**src/hdl/charlie_params.svh**
```systemverilog
`ifndef CHARLIE_PARAMS_SVH
`define CHARLIE_PARAMS_SVH

// matrix geometry
// five rows are scanned per column, seven columns per frame
`define CHARLIE_ROWS 5
`define CHARLIE_COLS 7

// charlieplexing drives cols*rows pixels from this many pins
// one pin per column, rows share the same seven pins
`define CHARLIE_PINS 7

// pixel step rate in hz
// one pixel slot per tick, 35 ticks per full frame
`define CHARLIE_REFRESH_HZ 100000

// wishbone word address of the control register
// rows live at word addresses 0 to 4 just below it
`define CHARLIE_ADR_CTRL 5

`endif

```
**src/hdl/charlie_pkg.sv**
```systemverilog
`default_nettype none

package charlie_pkg;

`include "charlie_params.svh"

	// row index into the frame buffer
	// wide enough for rows 0 to 4, values 5 to 7 are never stored
	typedef logic [$clog2(`CHARLIE_ROWS)-1:0] row_t;

	// column index of the scan cursor
	typedef logic [$clog2(`CHARLIE_COLS)-1:0] col_t;

	// one row of pixels
	// bit n is column n, a set bit lights the pixel
	typedef logic [`CHARLIE_COLS-1:0] pixrow_t;

	// tri-state pin vector
	// same shape for the pin values and the output enables
	typedef logic [`CHARLIE_PINS-1:0] pins_t;

	// wishbone word address
	// 16 words decoded, only 0 to 5 are mapped
	typedef logic [3:0] adr_t;

endpackage

`default_nettype wire

```
**src/hdl/charlie_framebuf.sv**
```systemverilog
`timescale 1ns/100ps
`default_nettype none

`include "charlie_params.svh"

module charlie_framebuf (
	input wire wbs_clk_i,
	input wire wbs_rst_i,

	// write port from the bus slave
	input wire we_i,
	input wire charlie_pkg::row_t wr_row_i,
	input wire charlie_pkg::pixrow_t wr_data_i,

	// read port for the bus readback
	input wire charlie_pkg::row_t bus_row_i,
	output charlie_pkg::pixrow_t bus_data_o,

	// read port for the scanner
	input wire charlie_pkg::row_t scan_row_i,
	output charlie_pkg::pixrow_t scan_data_o
);

	// five rows of seven pixels
	charlie_pkg::pixrow_t mem_q [`CHARLIE_ROWS];

	// single write port, clears the whole frame on reset
	always_ff @(posedge wbs_clk_i) begin
		if (wbs_rst_i) begin
			for (int r = 0; r < `CHARLIE_ROWS; r++) begin
				mem_q[r] <= '0;
			end
		end else if (we_i) begin
			mem_q[wr_row_i] <= wr_data_i;
		end
	end

	// combinational reads
	// row indexes past the last row return a dark row
	always_comb begin
		bus_data_o = '0;
		if (bus_row_i < `CHARLIE_ROWS) begin
			bus_data_o = mem_q[bus_row_i];
		end
	end

	always_comb begin
		scan_data_o = '0;
		if (scan_row_i < `CHARLIE_ROWS) begin
			scan_data_o = mem_q[scan_row_i];
		end
	end

	// the bus slave only steers writes to existing rows
	a_wr_row_in_range: assert property (
		@(posedge wbs_clk_i) disable iff (wbs_rst_i)
		we_i |-> (wr_row_i < `CHARLIE_ROWS)
	);

endmodule

`default_nettype wire

```
**src/hdl/charlie_scan.sv**
```systemverilog
`timescale 1ns/100ps
`default_nettype none

`include "charlie_params.svh"

module charlie_scan #(
	parameter int WB_CLK_HZ = 12_000_000
) (
	input wire wbs_clk_i,
	input wire wbs_rst_i,

	// matrix enable from the control register
	input wire en_i,

	// pixels of the row under the cursor, from the frame buffer
	input wire charlie_pkg::pixrow_t row_data_i,
	output charlie_pkg::row_t row_o,

	// pin values and output enables for the pads
	output charlie_pkg::pins_t charlie7x5_o,
	output charlie_pkg::pins_t charlie7x5_oe
);

	// bus clocks per pixel tick
	// the clock is at least twice the refresh rate so this is 2 or more
	localparam int DIV = WB_CLK_HZ / `CHARLIE_REFRESH_HZ;
	localparam int CNT_W = $clog2(DIV);

	// divider
	logic [CNT_W-1:0] div_q;
	logic tick;

	// cursor for the pixel slot being shown
	charlie_pkg::row_t row_q;
	charlie_pkg::col_t col_q;

	// current pixel lit and allowed to show
	logic lit;

	// pins for the cursor
	charlie_pkg::col_t col_pin;
	charlie_pkg::col_t row_pin;
	charlie_pkg::col_t row_p1;

	assign tick = (div_q == CNT_W'(DIV - 1));

	// count 0 to DIV-1, tick on the last count
	always_ff @(posedge wbs_clk_i) begin
		if (wbs_rst_i) begin
			div_q <= '0;
		end else if (tick) begin
			div_q <= '0;
		end else begin
			div_q <= div_q + 1'b1;
		end
	end

	// rows step every tick
	// columns step when the row wraps, 35 ticks per frame
	always_ff @(posedge wbs_clk_i) begin
		if (wbs_rst_i) begin
			row_q <= '0;
			col_q <= '0;
		end else if (tick) begin
			if (row_q == charlie_pkg::row_t'(`CHARLIE_ROWS - 1)) begin
				row_q <= '0;
				if (col_q == charlie_pkg::col_t'(`CHARLIE_COLS - 1)) begin
					col_q <= '0;
				end else begin
					col_q <= col_q + 1'b1;
				end
			end else begin
				row_q <= row_q + 1'b1;
			end
		end
	end

	// frame buffer reads the row under the cursor
	assign row_o = row_q;

	// pick the pixel, blank when disabled
	assign lit = row_data_i[col_q] && en_i;

	// column owns the pin of the same index
	assign col_pin = col_q;

	// row pin skips over the column pin
	// below it the row shifts by one, at or above it by two
	assign row_p1 = charlie_pkg::col_t'(row_q) + 1'b1;
	assign row_pin = (row_p1 < col_q) ? row_p1 : row_p1 + 1'b1;

	// drive the row pin high and sink through the column pin
	// everything else floats
	always_comb begin
		charlie7x5_o = '0;
		charlie7x5_oe = '0;
		if (lit) begin
			charlie7x5_o = charlie_pkg::pins_t'(1) << row_pin;
			charlie7x5_oe = (charlie_pkg::pins_t'(1) << row_pin)
				| (charlie_pkg::pins_t'(1) << col_pin);
		end
	end

	// a pin is only driven high if its driver is on
	// a lit pixel needs two distinct driven pins, so the row pin never lands on the column
	a_val_within_oe: assert property (
		@(posedge wbs_clk_i) disable iff (wbs_rst_i)
		((charlie7x5_o & ~charlie7x5_oe) == '0)
			&& (!lit || $countones(charlie7x5_oe) == 2)
	);

	// never more than one source pin at a time
	// a lit pixel always finds its source pin on the matrix
	a_val_onehot0: assert property (
		@(posedge wbs_clk_i) disable iff (wbs_rst_i)
		$onehot0(charlie7x5_o) && (lit == (charlie7x5_o != '0))
	);

endmodule

`default_nettype wire

```
**src/hdl/wbs_charlie7x5.sv**
```systemverilog
`timescale 1ns/100ps
`default_nettype none

module wbs_charlie7x5 #(
	parameter int WB_CLK_HZ = 12_000_000
) (
	input wire wbs_clk_i,
	input wire wbs_rst_i,

	// wishbone b4 pipelined
	input wire wbs_cyc_i,
	input wire wbs_stb_i,
	input wire wbs_we_i,
	input wire charlie_pkg::adr_t wbs_adr_i,
	input wire [3:0] wbs_sel_i,
	input wire [31:0] wbs_dat_i,
	output wire [31:0] wbs_dat_o,
	output wire wbs_ack_o,
	output wire wbs_stall_o,

	// charlieplexed matrix pins
	// pad tri-state buffers live outside
	output wire charlie_pkg::pins_t charlie7x5_o,
	output wire charlie_pkg::pins_t charlie7x5_oe
);

	// bus slave to frame buffer
	wire fb_we;
	charlie_pkg::row_t fb_row;
	charlie_pkg::pixrow_t fb_wr_data;
	charlie_pkg::pixrow_t fb_rd_data;

	// scanner to frame buffer
	charlie_pkg::row_t scan_row;
	charlie_pkg::pixrow_t scan_data;

	// control enable
	wire scan_en;

	wbs_charlie_regs regs_i (
		.wbs_clk_i (wbs_clk_i),
		.wbs_rst_i (wbs_rst_i),
		.wbs_cyc_i (wbs_cyc_i),
		.wbs_stb_i (wbs_stb_i),
		.wbs_we_i (wbs_we_i),
		.wbs_adr_i (wbs_adr_i),
		.wbs_sel_i (wbs_sel_i),
		.wbs_dat_i (wbs_dat_i),
		.wbs_dat_o (wbs_dat_o),
		.wbs_ack_o (wbs_ack_o),
		.wbs_stall_o (wbs_stall_o),
		.fb_we_o (fb_we),
		.fb_row_o (fb_row),
		.fb_wr_data_o (fb_wr_data),
		.fb_rd_data_i (fb_rd_data),
		.scan_en_o (scan_en)
	);

	// bus readback and scanner share the same pixel store
	charlie_framebuf framebuf_i (
		.wbs_clk_i (wbs_clk_i),
		.wbs_rst_i (wbs_rst_i),
		.we_i (fb_we),
		.wr_row_i (fb_row),
		.wr_data_i (fb_wr_data),
		.bus_row_i (fb_row),
		.bus_data_o (fb_rd_data),
		.scan_row_i (scan_row),
		.scan_data_o (scan_data)
	);

	charlie_scan #(
		.WB_CLK_HZ (WB_CLK_HZ)
	) scan_i (
		.wbs_clk_i (wbs_clk_i),
		.wbs_rst_i (wbs_rst_i),
		.en_i (scan_en),
		.row_data_i (scan_data),
		.row_o (scan_row),
		.charlie7x5_o (charlie7x5_o),
		.charlie7x5_oe (charlie7x5_oe)
	);

endmodule

`default_nettype wire

```
**src/hdl/wbs_charlie_regs.sv**
```systemverilog
`timescale 1ns/100ps
`default_nettype none

`include "charlie_params.svh"

module wbs_charlie_regs (
	input wire wbs_clk_i,
	input wire wbs_rst_i,

	// wishbone b4 pipelined slave
	input wire wbs_cyc_i,
	input wire wbs_stb_i,
	input wire wbs_we_i,
	input wire charlie_pkg::adr_t wbs_adr_i,
	input wire [3:0] wbs_sel_i,
	input wire [31:0] wbs_dat_i,
	output logic [31:0] wbs_dat_o,
	output logic wbs_ack_o,
	output logic wbs_stall_o,

	// frame buffer write port and bus-side read port
	output logic fb_we_o,
	output charlie_pkg::row_t fb_row_o,
	output charlie_pkg::pixrow_t fb_wr_data_o,
	input wire charlie_pkg::pixrow_t fb_rd_data_i,

	// level enable to the scanner
	output logic scan_en_o
);

	// request when both strobes are high
	logic req;
	// address decode
	logic adr_is_row;
	logic adr_is_ctrl;
	// write qualified by sel bit 0, the only byte lane in use
	logic wr;
	// readback word for the current address
	logic [31:0] rd_word;
	// control register, bit 0 of address 5
	logic ctrl_en_q;

	assign req = wbs_cyc_i && wbs_stb_i;
	assign adr_is_row = (wbs_adr_i < `CHARLIE_ROWS);
	assign adr_is_ctrl = (wbs_adr_i == `CHARLIE_ADR_CTRL);
	assign wr = req && wbs_we_i && wbs_sel_i[0];

	// every access completes in one cycle, never stall
	assign wbs_stall_o = 1'b0;

	// frame buffer writes land on the edge that raises ack
	assign fb_we_o = wr && adr_is_row;
	assign fb_wr_data_o = wbs_dat_i[`CHARLIE_COLS-1:0];

	// the same row index addresses the write and the readback
	// aliasing above row 4 is harmless since adr_is_row gates both
	assign fb_row_o = wbs_adr_i[$bits(charlie_pkg::row_t)-1:0];

	assign scan_en_o = ctrl_en_q;

	// pick the word a read returns
	// unused bits and unmapped addresses read zero
	always_comb begin
		rd_word = '0;
		if (adr_is_row) begin
			rd_word[`CHARLIE_COLS-1:0] = fb_rd_data_i;
		end else if (adr_is_ctrl) begin
			rd_word[0] = ctrl_en_q;
		end
	end

	// ack one cycle after each request, back to back if pipelined
	always_ff @(posedge wbs_clk_i) begin
		if (wbs_rst_i) begin
			wbs_ack_o <= 1'b0;
		end else begin
			wbs_ack_o <= req;
		end
	end

	// registered readback
	// writes return zero, reads the addressed register
	always_ff @(posedge wbs_clk_i) begin
		if (wbs_rst_i) begin
			wbs_dat_o <= '0;
		end else if (req) begin
			wbs_dat_o <= wbs_we_i ? '0 : rd_word;
		end
	end

	// control register, comes out of reset with the matrix enabled
	always_ff @(posedge wbs_clk_i) begin
		if (wbs_rst_i) begin
			ctrl_en_q <= 1'b1;
		end else if (wr && adr_is_ctrl) begin
			ctrl_en_q <= wbs_dat_i[0];
		end
	end

	// an ack is only ever the answer to the previous cycle's request
	a_ack_after_req: assert property (
		@(posedge wbs_clk_i) disable iff (wbs_rst_i)
		wbs_ack_o |-> $past(req)
	);

	// a buffer write only reaches the row named by a row address
	a_fb_we_row_only: assert property (
		@(posedge wbs_clk_i) disable iff (wbs_rst_i)
		fb_we_o |-> (wbs_adr_i < `CHARLIE_ROWS)
			&& (charlie_pkg::adr_t'(fb_row_o) == wbs_adr_i)
	);

endmodule

`default_nettype wire

```
**config.mk**
```make
export PLATFORM = sky130hd
export DESIGN_NAME = wbs_charlie7x5
export DESIGN_NICKNAME = d
export VERILOG_FILES = /design/src/hdl/charlie_pkg.sv /design/src/hdl/charlie_framebuf.sv /design/src/hdl/charlie_scan.sv /design/src/hdl/wbs_charlie7x5.sv /design/src/hdl/wbs_charlie_regs.sv
export VERILOG_INCLUDE_DIRS = /design/src /design/src/hdl
export SDC_FILE = /design/constraint.sdc
export NUM_CORES = 1
export LEC_CHECK = 0
export ABC_AREA = 0
export BUFFER_PORTS_ARGS = -buffer_cell sky130_fd_sc_hd__buf_2
export CAP_MARGIN = 20
export CORE_MARGIN = 1.5
export CORE_UTILIZATION = 58
export DETAILED_ROUTE_END_ITERATION = 16
export PLACE_DENSITY = 0.89
export SLEW_MARGIN = 20
export SYNTH_ARGS = -nofsm -noshare
export SYNTH_HDL_FRONTEND = slang
export SYNTH_SLANG_ARGS = --single-unit
```
**constraint.sdc**
```tcl
create_clock -name wbs_clk_i -period 5.58 [get_ports wbs_clk_i]
set_clock_uncertainty 0.1 [all_clocks]
set_input_delay 1.116 -clock wbs_clk_i [delete_from_list [all_inputs] [get_ports wbs_clk_i]]
set_output_delay 1.116 -clock wbs_clk_i [all_outputs]
set_load 0.05 [all_outputs]
```
Yosys cells after proc, flatten, opt, wreduce, memory -nomap -nowiden:

Memories as Yosys holds them, arrays and structs flattened. A register that Yosys moved wholly into a read port is not among the register bits.
Cells that the tools add are included.

* flip-flop bits (word level): 47
* memory bits (writable): 35
* input port bits: 45
* output and inout port bits: 48
* word-level logic and storage cells: 55
* memories kept: 1

Memory list
* framebuf_i.mem_q: words 5, width 7, read ports 2, clocked after Yosys merged registers in 1, wr ports 5, RTL line charlie_framebuf.sv:25 `` charlie_pkg::pixrow_t mem_q [`CHARLIE_ROWS]; ``

* add/subtract/negate cells: 4
* $lt $le $gt $ge: 5
* eq/ne operators: 4
* shift operators: 2
* muxes and demuxes: 23
* bitwise operators: 1
* reduce and logical (&&, ||, !) cells: 9

Operators by type and width (number)
* two-way mux 7 bit: 6
* two-way mux 3 bit: 6
* << shifter 1 x 3 -> 7 bit, first input constant: 2
* adder 3 x 1 -> 3 bit, second input constant: 3
* two-way mux 1 bit: 9
* adder 7 x 1 -> 7 bit, second input constant: 1
* == test 7 bit, second input constant: 1
* OR 7 bit: 1
* OR reduction 7 bit: 1
* == test 3 bit, second input constant: 2
* logical AND 1 bit: 6
* less-than comparator 3 bit, second input constant: 2
* two-way mux 6 bit: 1
* == test 4 x 3 -> 1 bit, second input constant: 1
* less-than comparator 3 x 4 -> 1 bit, second input constant: 1
* less-than comparator 4 x 3 -> 1 bit, second input constant: 1
* binary-select mux 1 bit (select 3 bit): 1
* less-than comparator 3 bit: 1
* AND reduction 2 bit: 1
* OR reduction 2 bit: 1

Logic depth before layout (Yosys ltp):

Gate-level depths: netlist (run 1).

* depth after elaboration: 9
* gate-level depth with buffers: 10
* mapped depth without buffers: 8

Cells and area by module:

Synthesis (run 1) repeated with hierarchy kept, for this count alone.

* cells, all modules: 357
* area total of the unflattened synthesis: 3597.2 µm²

Modules (own cells, without submodules)
* charlie_framebuf: times used 1, cells each 156, area an instance 1964.4 µm², seq. area each 1051.0 µm²
* charlie_scan: times used 1, cells each 132, area an instance 1004.7 µm², seq. area each 260.2 µm²
* wbs_charlie_regs: times used 1, cells each 69, area an instance 628.1 µm², seq. area each 180.2 µm²

Worst setup path before layout (run 1):

No wires, ideal clock.

* path type: reg-to-output
* start: reg scan_i.row_q[0] (netlist: scan_i.row_o[0])
* end: out charlie7x5_oe[0]
* arrival: 3971 ps
* required time: 4364 ps
* setup slack: 393 ps
* cell stages (with the launch flop): 10
* path buffers: 1
* cell sequence: dfxtp_1 clkbuf_1 inv_1 ha_1 ha_1 a21boi_0 o21ai_0 a21boi_0 a31oi_1 a2111oi_1

* cells in the longest elaborated chain, start to end: 6
* elaborated cells between the ends (all ways): 12
* those cells by class: 2 x add/sub; 2 x order compare; 1 x shift; 5 x mux; 1 x bitwise; 1 x reduce/logical

RTL lines
* start: declaration: RTL line charlie_scan.sv:34 `charlie_pkg::row_t row_q;`
* start signal: assignment: RTL line charlie_scan.sv:73 `row_q <= row_q + 1'b1;`
* adder 3 x 1 -> 3 bit or less-than comparator 3 bit (tied branches)
* adder 3 x 1 -> 3 bit, or another cell as far along: RTL line charlie_scan.sv:90 `assign row_pin = (row_p1 < col_q) ? row_p1 : row_p1 + 1'b1;`
* two-way mux 3 bit or binary-select mux 1 bit (select 3 bit) (tied branches): RTL line charlie_scan.sv:90, charlie_scan.sv:82
* << shifter 1 x 3 -> 7 bit or two-way mux 1 bit (tied branches): RTL line charlie_scan.sv:99, charlie_scan.sv:82
* OR 7 bit or logical AND 1 bit (tied branches): RTL line charlie_scan.sv:100, charlie_scan.sv:82
* two-way mux 7 bit (*): RTL line charlie_scan.sv:97 `if (lit) begin`
* end: declaration: RTL line wbs_charlie7x5.sv:24 `output wire charlie_pkg::pins_t charlie7x5_oe`

Mark *: on every way between the ends. The rest lies on a longest branch, timed or not. The select of a mux whose other input is x is not followed.

Final worst setup path (run 1):

Same ends and word-level chain as after synthesis.

==> flow_metrics.env, run 1 <==
export IMPL_status="finished, final reports clean"
export IMPL_avgSynthCellArea_um2=11.4
export IMPL_die_area_um2=8330
export IMPL_ys_types=55
export IMPL_fin_cells=550
export IMPL_drcViolationCount=0
export IMPL_crit_required_ns=4.36
export IMPL_min_delay_path_class="flip-flop to flip-flop"
export IMPL_synth_edff_count=56
export IMPL_grt_use_met3_pct=5.53
export IMPL_antenna_found_initial=0
export IMPL_drive_gt1_share_pct=16.7
export IMPL_hold_depth=1
export IMPL_cts_tree="built"
export IMPL_critical_path_class="flip-flop to output pin"
export IMPL_core_area_um2=7650
export IMPL_p_leak_uw=0.00187
export IMPL_ys_warn_count=0
export IMPL_ys_ff_latch=81
export IMPL_critPathCaptureType="output pin"
export IMPL_worst_pin_slew_ns=0.972
export IMPL_ios=93
export IMPL_synth_ff_type="edfxtp_1"
export IMPL_cts_sinks=81
export IMPL_wl_per_cell_um=17.8
export IMPL_dp_hpwl_mm=6.70
export IMPL_clockBufferDepth=2
export IMPL_cts_htree_levels=3
export IMPL_track_usage_pct=24.2
export IMPL_detail_route_iter0_violations=246
export IMPL_vias_per_cell=5.88
export IMPL_whs_ns=0.351
export IMPL_first_pass_iters=7
export IMPL_use_met1_pct=30.0
export IMPL_min_delay_start="scan_i.div_q[0]"
export IMPL_place_congestion=1.05
export IMPL_crit_fanout=12
export IMPL_areaGrowthSynthToFinish_pct=8.75
export IMPL_cts_resized_gates=0
export IMPL_r2r_end="scan_i.col_pin[2]"
export IMPL_clockRootBuffer="clkbuf_8"
export IMPL_num_vias=3234
export IMPL_clkSlewWorstSetupHoldPaths_ns=0.08
export IMPL_slew_viol_final=0
export IMPL_multiInputGateArea_um2=2150
export IMPL_tns_ns=0
export IMPL_initial_utilization_pct=59.1
export IMPL_cts_setup_buffers=0
export IMPL_r2r_start="scan_i.div_q[0]"
export IMPL_slew_headroom_pct=35.1
export IMPL_path_delay_family="compound AO/OA/AOI/OAI gates"
export IMPL_busiest_layer="met2"
export IMPL_fin_ws_ns=0.561
export IMPL_numCtsBuffers=9
export IMPL_fin_nets=495
export IMPL_grt_pass1_wl_mm=15.4
export IMPL_hold_viol_final=0
export IMPL_worst_path_max_delay_cell="dfxtp_1"
export IMPL_period_share_pct=89.9
export IMPL_async_flop_share_pct=0
export IMPL_crit_arrival_ns=3.80
export IMPL_cp_start_kind="flip-flop"
export IMPL_grt_pass1_vias=3068
export IMPL_dieWidth_um=91.3
export IMPL_drv_cap=0
export IMPL_grt_max_degree=26
export IMPL_dpl_worst_slack_ns=1.07
export IMPL_hold_buffers=0
export IMPL_antenna_left=0
export IMPL_period_needed_ns=5.02
export IMPL_cp_num_buf_inv=2
export IMPL_yosysSeqAreaShare_pct=48.3
export IMPL_irDropWorstVdd_uv=231
export IMPL_row_count=32
export IMPL_dp_cells=534
export IMPL_setup_viol=0
export IMPL_seq_area_um2=2180
export IMPL_grt_overflow_total=0
export IMPL_synth_area_um2=4520
export IMPL_path_cells="inv_1 > ha_1 > ha_1 > a21boi_0 > o21ai_0 > a21boi_0 > a31oi_1 > a2111oi_1 > buf_2"
export IMPL_io_buffers=38
export IMPL_min_to="scan_i.div_q[0]"
export IMPL_grt_util_met2_pct=41.2
export IMPL_fmax_ghz=0.199
export IMPL_wl_mm=9.79
export IMPL_cellPowerDensity_nw_per_um2=257
export IMPL_die_h_um=91.3
export IMPL_clock_latency_ns=0.35
export IMPL_rsz0062_at_grt="no"
export IMPL_antenna_cells=0
export IMPL_nFillCells=602
export IMPL_critPathMaxStageDelay_ns=0.59
export IMPL_ff2ff_path_depth=6
export IMPL_rrSetupSlack_ns=3.31
export IMPL_syn_inst=395
-- synth_stat cells, drive strengths merged, types with 2 or more instances --
cell     number  area (um^2)
edfxtp       56         1680
buf          33          274
and2         31          194
mux2i        29          290
nor2         26         97.6
dfxtp        25          500
nor4         18          144
clkbuf       16         60.1
a21oi        13         68.8
nand2        12         45.0
and3         10         62.6
mux4         10          248
a22oi         9         77.6
nor3          9         45.0
o21ai         9         45.0
inv           8         30.0
ha            7         87.6
o22ai         7         43.8
xnor2         7         68.8
a2bb2oi       5         43.8
nand2b        5         31.3
nand3         5         25.0
nor3b         5         37.5
or2           5         31.3
a21boi        4         30.0
nor2b         4         25.0
a211oi        3         27.5
a2111oi       2         18.8
a221oi        2         17.5
a222oi        2         20.0
and3b         2         17.5
mux2          2         22.5
nand4b        2         17.5
o211ai        2         15.0
xor2          2         17.5
-- worst max path at each step --
| stage | end | slack, ns | cells past startpoint | start |
|---|---|---|---|---|
| 3_3_place_gp | charlie7x5_oe[0] | 1.17 | 9 | scan_i.row_o[0] |
| 2_1_floorplan | charlie7x5_oe[0] | 0.39 | 9 | scan_i.row_o[0] |
| 6_report | charlie7x5_oe[0] | 0.56 | 9 | scan_i.row_o[0] |
| 4_1_cts | charlie7x5_oe[0] | 0.69 | 9 | scan_i.row_o[0] |
| 5_1_grt | charlie7x5_oe[2] | 0.34 | 9 | scan_i.row_o[0] |
| 3_5_place_dp | charlie7x5_oe[0] | 1.07 | 9 | scan_i.row_o[0] |
-- flip-flops by register name, indices dropped and copies added (netlist names), named ones only --
signal and flops:
framebuf_i.mem_q 56, regs_i.wbs_dat_o 7, scan_i.div_q 7, scan_i.col_pin 3, scan_i.row_o 3, regs_i.scan_en_o 1, regs_i.wbs_ack_o 1
-- area by class of cell --
cell class,count,share of cell area [%]
repair buffers,40,4.17
clock buffers,15,3.84
inverters,8,0.611
clock inverters,1,0.611
multi-input cells,303,43.8
well taps,102,2.60
flip-flops and latches,81,44.4
-- routing by layer --
metal	share of wire (%)	wire [um]
met5	0	0
met4	1.8	177
met3	8.3	817
met2	50	4870
met1	40	3920
-- stage by stage --
stage	util, %	power (uW)	area, um^2
4_1_cts	64.2	1270	4910
5_1_grt	64.3	1300	4920
3_5_place_dp	61.4	818	4690
3_3_place_gp	61.4	813	4690
2_1_floorplan	-	803	4690
6_report	64.3	1260	4920
-- logic make-up (layout without fill, tap and decap cells) --
family,count (synthesis),after routing,share of synthesized area [%]
AOI/OAI and AO/OA,63,63,9.88
and+or+nand+nor,136,136,17.5
adders and majority gates,7,7,1.94
muxes,41,41,12.4
buffers and inverters,57,64,8.05
xor gates and xnor gates,9,9,1.91
DFF,81,81,48.3
other,1,47,0.0830
-- power by group --
group,total (uW),switching (uW),leakage [uW],internal [uW]
Combinational,124,93.0,0.00102,31.3
Sequential,683,12.2,0.000740,670
Clock,456,194,0.000108,262
-- placed cells by master, fill, tap and decap left out, types with 7 or more instances in the layout --
cell / count
edfxtp_1: 56
conb_1: 47
buf_2: 38
and2_1: 31
mux2i_1: 29
nor2_1: 26
dfxtp_1: 25
nor4_1: 13
nand2_1: 12
a21oi_1: 12
and3_1: 10
o21ai_0: 9
nor3_1: 9
clkbuf_8: 9
inv_1: 7
a22oi_1: 7
o22ai_1: 7
ha_1: 7
No activity file was read; power rests on OpenSTA's default activity.
==> run 2: changes to the inputs <==
Settings changed: CORE_MARGIN 1.5 to 8, CORE_UTILIZATION 58 to 57, MAX_ROUTING_LAYER from default to met4, PLACE_DENSITY 0.89 to 0.9, SYNTH_HIERARCHICAL from default to 1.
==> run 2 against run 1 <==
Critical path depth unchanged. Maximum frequency up 2.3%. Worst setup slack better by 0.11 ns. Cell count down 15%. Clock power down 20%. Synthesized cell count down 9.6%. Routed wire length down 19%. Critical endpoint is now charlie7x5_oe[6]. Register-to-register slack worse by 0.10 ns. Combinational power down 9%. Core utilization down 2.8 points. Hold slack better by 0.0036 ns.
==> flow_metrics.env, run 2 <==
export IMPL_p_leak_uw=0.00153
export IMPL_status="finished, final reports clean"
export IMPL_cts_tree="built"
export IMPL_clockRootBuffer="clkbuf_8"
export IMPL_layout_common_cells="38 x buf_2, 37 x and2_1, 35 x edfxtp_1"
export IMPL_p_int_uw=694
export IMPL_antenna_cells=0
export IMPL_period_needed_ns=4.91
export IMPL_period_share_pct=87.9
export IMPL_crit_required_ns=4.36
export IMPL_switching_share_pct=27.0
export IMPL_drv_cap=0
export IMPL_top_register="framebuf_i/mem_q"
export IMPL_use_met1_pct=21.3
export IMPL_ys_warn_count=6
export IMPL_irDropWorstVdd_uv=195
export IMPL_synth_area_leaders="edfxtp_1 29%, dfxtp_1 12%, buf_4 7.9%"
export IMPL_crit_arrival_ns=3.69
export IMPL_pwr_share_seq_pct=49.6
export IMPL_place_congestion=0.879
export IMPL_cellPowerDensity_nw_per_um2=248
export IMPL_synth_area_um2=3600
export IMPL_busiest_layer="met2"
export IMPL_p_clk_share_pct=38.5
export IMPL_ff2ff_path_depth=7
export IMPL_final_common_cell="buf_2"
export IMPL_cts_sinks=57
export IMPL_track_usage_pct=18.8
export IMPL_cts_resized_gates=0
export IMPL_largestRegisters="framebuf_i/mem_q x35, regs_i/wbs_dat_o x7, scan_i/div_q x7"
export IMPL_synthDominantCellAreaShare_pct=29.2
export IMPL_ys_ff_latch=57
export IMPL_detail_route_iter0_violations=155
export IMPL_antenna_found_initial=0
export IMPL_initial_utilization_pct=57.6
export IMPL_synth_ff_type="edfxtp_1"
export IMPL_grt_overflow_total=0
export IMPL_core_area_um2=6240
export IMPL_slew_viol_final=0
export IMPL_comb_power_share_pct=11.9
export IMPL_drive_gt1_share_pct=20.8
export IMPL_fmax_ghz=0.204
export IMPL_dpl_worst_slack_ns=1.11
export IMPL_wl_mm=7.97
export IMPL_r2r_start="scan_i/row_o[0]"
export IMPL_synth_most_common_cell="buf_4"
export IMPL_clock_latency_ns=0.33
export IMPL_async_flop_share_pct=0
export IMPL_dieWidth_um=95.4
export IMPL_syn_inst=357
export IMPL_io_buffers=38
export IMPL_largest_register_ffs=35
export IMPL_ys_types=53
export IMPL_clkSlewWorstSetupHoldPaths_ns=0.06
export IMPL_grt_use_met3_pct=4.80
export IMPL_rsz0062_at_grt="no"
export IMPL_critical_path_class="flip-flop to output pin"
export IMPL_yosysTopAreaCell="edfxtp_1"
export IMPL_min_delay_start="scan_i/div_q[0]"
export IMPL_dp_hpwl_mm=5.94
export IMPL_die_area_um2=9110
export IMPL_rrSetupSlack_ns=3.21
export IMPL_numCtsBuffers=9
export IMPL_tns_ns=0
export IMPL_hold_depth=1
export IMPL_fin_nets=437
export IMPL_min_to="scan_i/div_q[0]"
export IMPL_report_power_total_uw=951
export IMPL_drcViolationCount=0
export IMPL_ios=93
export IMPL_cts_setup_buffers=0
export IMPL_setup_viol=0
export IMPL_slew_headroom_pct=39.5
export IMPL_wl_per_cell_um=17.1
export IMPL_critPathCaptureType="output pin"
export IMPL_whs_ns=0.354
export IMPL_vias_per_cell=5.89
export IMPL_hold_buffers=0
export IMPL_r2r_end="scan_i/col_pin[1]"
export IMPL_grt_util_met2_pct=30.2
export IMPL_postLayoutCellArea_um2=3840
export IMPL_num_vias=2749
export IMPL_cts_htree_levels=3
export IMPL_clockBufferDepth=2
export IMPL_row_count=29
export IMPL_worst_pin_slew_ns=0.906
export IMPL_synth_common_cells="38 x buf_4, 37 x and2_1, 35 x edfxtp_1, 34 x nor2_1, 22 x dfxtp_1"
export IMPL_grt_max_degree=24
export IMPL_yosysSeqAreaShare_pct=41.5
export IMPL_first_pass_iters=5
export IMPL_synth_edff_count=35
export IMPL_fin_ws_ns=0.675
export IMPL_power_switching_uw=257
export IMPL_antenna_left=0
export IMPL_grt_pass1_vias=2697
export IMPL_die_h_um=95.4
export IMPL_cp_start_kind="flip-flop"
export IMPL_crit_fanout=20
export IMPL_avgSynthCellArea_um2=10.1
export IMPL_grt_pass1_wl_mm=12.9
export IMPL_hold_viol_final=0
export IMPL_placed_area_um2=3650
export IMPL_min_delay_path_class="flip-flop to flip-flop"
export IMPL_areaGrowthSynthToFinish_pct=6.64
-- run 2: cell count changes in the layout (fill, tap and decap cells not counted), sizes merged, moves of 9 or more --
cell,previous run,this run
nor4,18,2
mux4,10,1
or3,0,9
mux2,2,11
nor2,26,36
a221o,0,10
edfxtp,56,35
conb,47,26
-- run 2: layout make-up --
type	instances	area, um^2
fill	519	2400
sequential	57	1490
tap	77	96.3
inverter	11	41.3
clock inverter	6	58.8
timing repair buffer	38	190
multi-input combinational	268	1830
clock buffer	10	128
-- run 2: per-layer routing --
layer | part of all wire, % | vias to the layer above | routed length [um]
met4 | 2.2 | 0 | 173
met1 | 40 | 1321 | 3160
li1 | - | 1282 | -
met2 | 51 | 126 | 4030
met5 | 0 | - | 0
met3 | 7.5 | 20 | 599
-- run 2: critical path, cell delays in order, from the launching register on --
cell	delay, ns
dfxtp_1	0.91
ha_1	0.33
xor2_1	0.37
ha_1	0.35
a21oi_1	0.19
o21ai_2	0.14
and3_1	0.25
or3_1	0.35
a21oi_1	0.17
buf_2	0.29
-- run 2: cell families (layout without fill, tap and decap cells) --
family / count (synthesis) / count (layout) / synth area share [%]
buffers and inverters: 57 / 65 / 10.3
AOI/OAI and AO/OA: 60 / 60 / 11.8
and+or+nand+nor: 137 / 137 / 22.8
DFF: 57 / 57 / 41.5
muxes: 33 / 33 / 9.91
xor gates and xnor gates: 5 / 5 / 1.22
adders and majority gates: 7 / 7 / 2.43
other: 1 / 26 / 0.104
-- run 2: power groups by stage --
stage / registers (uW) / clock network, uW / logic, uW
detailed placement: 481 / 0 / 112
floorplan: 480 / 0 / 107
global route: 473 / 394 / 120
CTS: 472 / 371 / 112
finish: 472 / 366 / 113
global placement: 479 / 0 / 109
-- run 2: how the worst max path moves through the flow --
stage	start	end	slack [ns]	cells past startpoint
2_1_floorplan	scan_i/row_o[0]	charlie7x5_oe[3]	1.42	9
3_3_place_gp	scan_i/row_o[0]	charlie7x5_oe[4]	1.25	9
3_5_place_dp	scan_i/row_o[0]	charlie7x5_oe[6]	1.11	9
4_1_cts	scan_i/row_o[0]	charlie7x5_oe[6]	0.72	9
5_1_grt	scan_i/row_o[0]	charlie7x5_oe[6]	0.40	9
6_report	scan_i/row_o[0]	charlie7x5_oe[6]	0.67	9
-- run 2: metrics by stage --
| step | utilization [%] | instances |
|---|---|---|
| 2_1_floorplan | - | 382 |
| 3_3_place_gp | 58.5 | 451 |
| 3_5_place_dp | 58.5 | 451 |
| 4_1_cts | 61.5 | 467 |
| 5_1_grt | 61.5 | 467 |
| 6_report | 61.5 | 467 |
==> run 3: changes to the inputs <==
Settings changed: CAP_MARGIN 20 to default, PLACE_DENSITY 0.9 to 0.88, RECOVER_POWER from default to 50.
==> run 3 against run 2 <==
Cell area rose by 0.23%. Die area did not move. Highest routed layer unchanged. Routed wire length fell by 0.49%. Sequential share of layout area fell by 0.089 points. Hold slack got worse by 0.00083 ns. Worst setup slack improved by 0.0021 ns. Core utilization rose by 0.14 points. Via count fell by 2.4%. Maximum frequency barely moved. Clock-buffer cell count fell by 1. Critical path depth did not move. Critical path type unchanged.
==> flow_metrics.env, run 3 (synthesis gave the netlist of run 2 again) <==
export IMPL_antenna_cells=0
export IMPL_min_delay_start="scan_i/div_q[0]"
export IMPL_wl_mm=7.93
export IMPL_crit_path_start="scan_i/row_o[0]"
export IMPL_period_share_pct=87.9
export IMPL_power_switching_uw=270
export IMPL_cts_htree_levels=3
export IMPL_dieWidth_um=95.4
export IMPL_cts_resized_gates=0
export IMPL_top_register="framebuf_i/mem_q"
export IMPL_grt_max_degree=24
export IMPL_p_clk_share_pct=44.7
export IMPL_setup_viol=0
export IMPL_rrSetupSlack_ns=2.93
export IMPL_status="finished, final reports clean"
export IMPL_grt_util_met2_pct=30.8
export IMPL_cellPowerDensity_nw_per_um2=275
export IMPL_wl_per_cell_um=17.0
export IMPL_grt_pass1_vias=2628
export IMPL_critPathCaptureType="output pin"
export IMPL_rsz0062_at_grt="no"
export IMPL_drcViolationCount=0
export IMPL_areaGrowthSynthToFinish_pct=6.89
export IMPL_initial_utilization_pct=57.6
export IMPL_tns_ns=0
export IMPL_slew_headroom_pct=25.2
export IMPL_die_area_um2=9110
export IMPL_hold_buffers=0
export IMPL_pwr_share_seq_pct=44.6
export IMPL_slew_viol_final=0
export IMPL_clkSlewWorstSetupHoldPaths_ns=0.07
export IMPL_num_vias=2682
export IMPL_grt_use_met3_pct=5.28
export IMPL_track_usage_pct=18.3
export IMPL_fin_nets=437
export IMPL_min_delay_path_class="flip-flop to flip-flop"
export IMPL_busiest_layer="met2"
export IMPL_place_congestion=0.874
export IMPL_p_int_uw=787
export IMPL_grt_overflow_total=0
export IMPL_largest_register_ffs=35
export IMPL_crit_required_ns=4.36
export IMPL_dp_hpwl_mm=5.87
export IMPL_antenna_left=0
export IMPL_numCtsBuffers=9
export IMPL_drive_gt1_share_pct=16.9
export IMPL_row_count=29
export IMPL_clockRootBuffer="clkbuf_8"
export IMPL_period_needed_ns=4.90
export IMPL_grt_pass1_wl_mm=12.4
export IMPL_p_leak_uw=0.00149
export IMPL_detail_route_iter0_violations=154
export IMPL_final_common_cell="nor2_1"
export IMPL_critical_path_class="flip-flop to output pin"
export IMPL_fmax_ghz=0.204
export IMPL_ios=93
export IMPL_io_buffers=38
export IMPL_antenna_found_initial=0
export IMPL_clock_latency_ns=0.34
export IMPL_crit_fanout=20
export IMPL_comb_power_share_pct=10.7
export IMPL_clockBufferDepth=2
export IMPL_drv_cap=0
export IMPL_hold_viol_final=0
export IMPL_first_pass_iters=5
export IMPL_cts_sinks=57
export IMPL_layout_common_cells="36 x nor2_1, 35 x edfxtp_1, 28 x buf_2"
export IMPL_nFillCells=505
export IMPL_switching_share_pct=25.6
export IMPL_use_met1_pct=19.5
export IMPL_cp_start_kind="flip-flop"
export IMPL_cts_tree="built"
export IMPL_crit_arrival_ns=3.69
export IMPL_cts_setup_buffers=0
export IMPL_worst_pin_slew_ns=1.12
export IMPL_whs_ns=0.353
export IMPL_irDropWorstVdd_uv=185
export IMPL_core_area_um2=6240
export IMPL_die_h_um=95.4
export IMPL_r2r_start="scan_i/row_o[0]"
export IMPL_largestRegisters="framebuf_i/mem_q x35, regs_i/wbs_dat_o x7, scan_i/div_q x7"
export IMPL_vias_per_cell=5.74
-- run 3: changes by cell type in the layout (fill, tap and decap cells not counted), moves of 9 or more --
| cell | previous run | this run |
|---|---|---|
| clkbuf_1 | 1 | 10 |
| and2_1 | 37 | 18 |
| buf_2 | 38 | 28 |
| and2_0 | 0 | 19 |
-- run 3: path summary, 6_finish.rpt --
path,to,depth (start not counted)
max,charlie7x5_oe[6],9
max reg2reg,scan_i/col_pin[1],7
min reg2reg,scan_i/div_q[0],1
min,scan_i/div_q[0],1
-- run 3: per-layer routing --
layer,up-vias,part of all wire [%]
met4,0,1.7
met3,17,8.0
met5,-,0
met2,118,49
li1,1285,-
met1,1262,41
-- run 3: area by class of cell --
type / count / area [um^2] / share of cell area [%]
Timing Repair Buffer: 38 / 178 / 4.62
Sequential cell: 57 / 1490 / 38.8
Clock buffer: 9 / 124 / 3.22
Clock inverter: 7 / 118 / 3.06
Inverter: 11 / 41.3 / 1.07
Tap cell: 77 / 96.3 / 2.51
Multi-Input combinational cell: 268 / 1800 / 46.7
-- run 3: critical path: stages, from the launching register on --
cell,delay (ns)
dfxtp_1,0.91
ha_1,0.34
xor2_1,0.37
ha_1,0.35
a21oi_1,0.19
o21ai_2,0.13
and3_1,0.25
or3_1,0.36
a21oi_1,0.15
buf_2,0.28
-- run 3: power groups by stage --
stage | combinational, uW | clock [uW] | sequential [uW]
detailed placement | 111 | 0 | 480
finish | 113 | 473 | 472
floorplan | 107 | 0 | 480
global placement | 110 | 0 | 479
CTS | 112 | 477 | 471
global route | 119 | 497 | 473
-- run 3: stage by stage --
stage / setup slack, ns / util [%] / power, uW / cells / cell area (um^2)
2_1_floorplan: 1.42 / - / 587 / 382 / 3690
3_3_place_gp: 1.24 / 58.5 / 588 / 451 / 3650
3_5_place_dp: 1.09 / 58.5 / 591 / 451 / 3650
4_1_cts: 0.707 / 62.3 / 1060 / 467 / 3890
5_1_grt: 0.447 / 61.6 / 1090 / 467 / 3840
6_report: 0.677 / 61.6 / 1060 / 467 / 3840
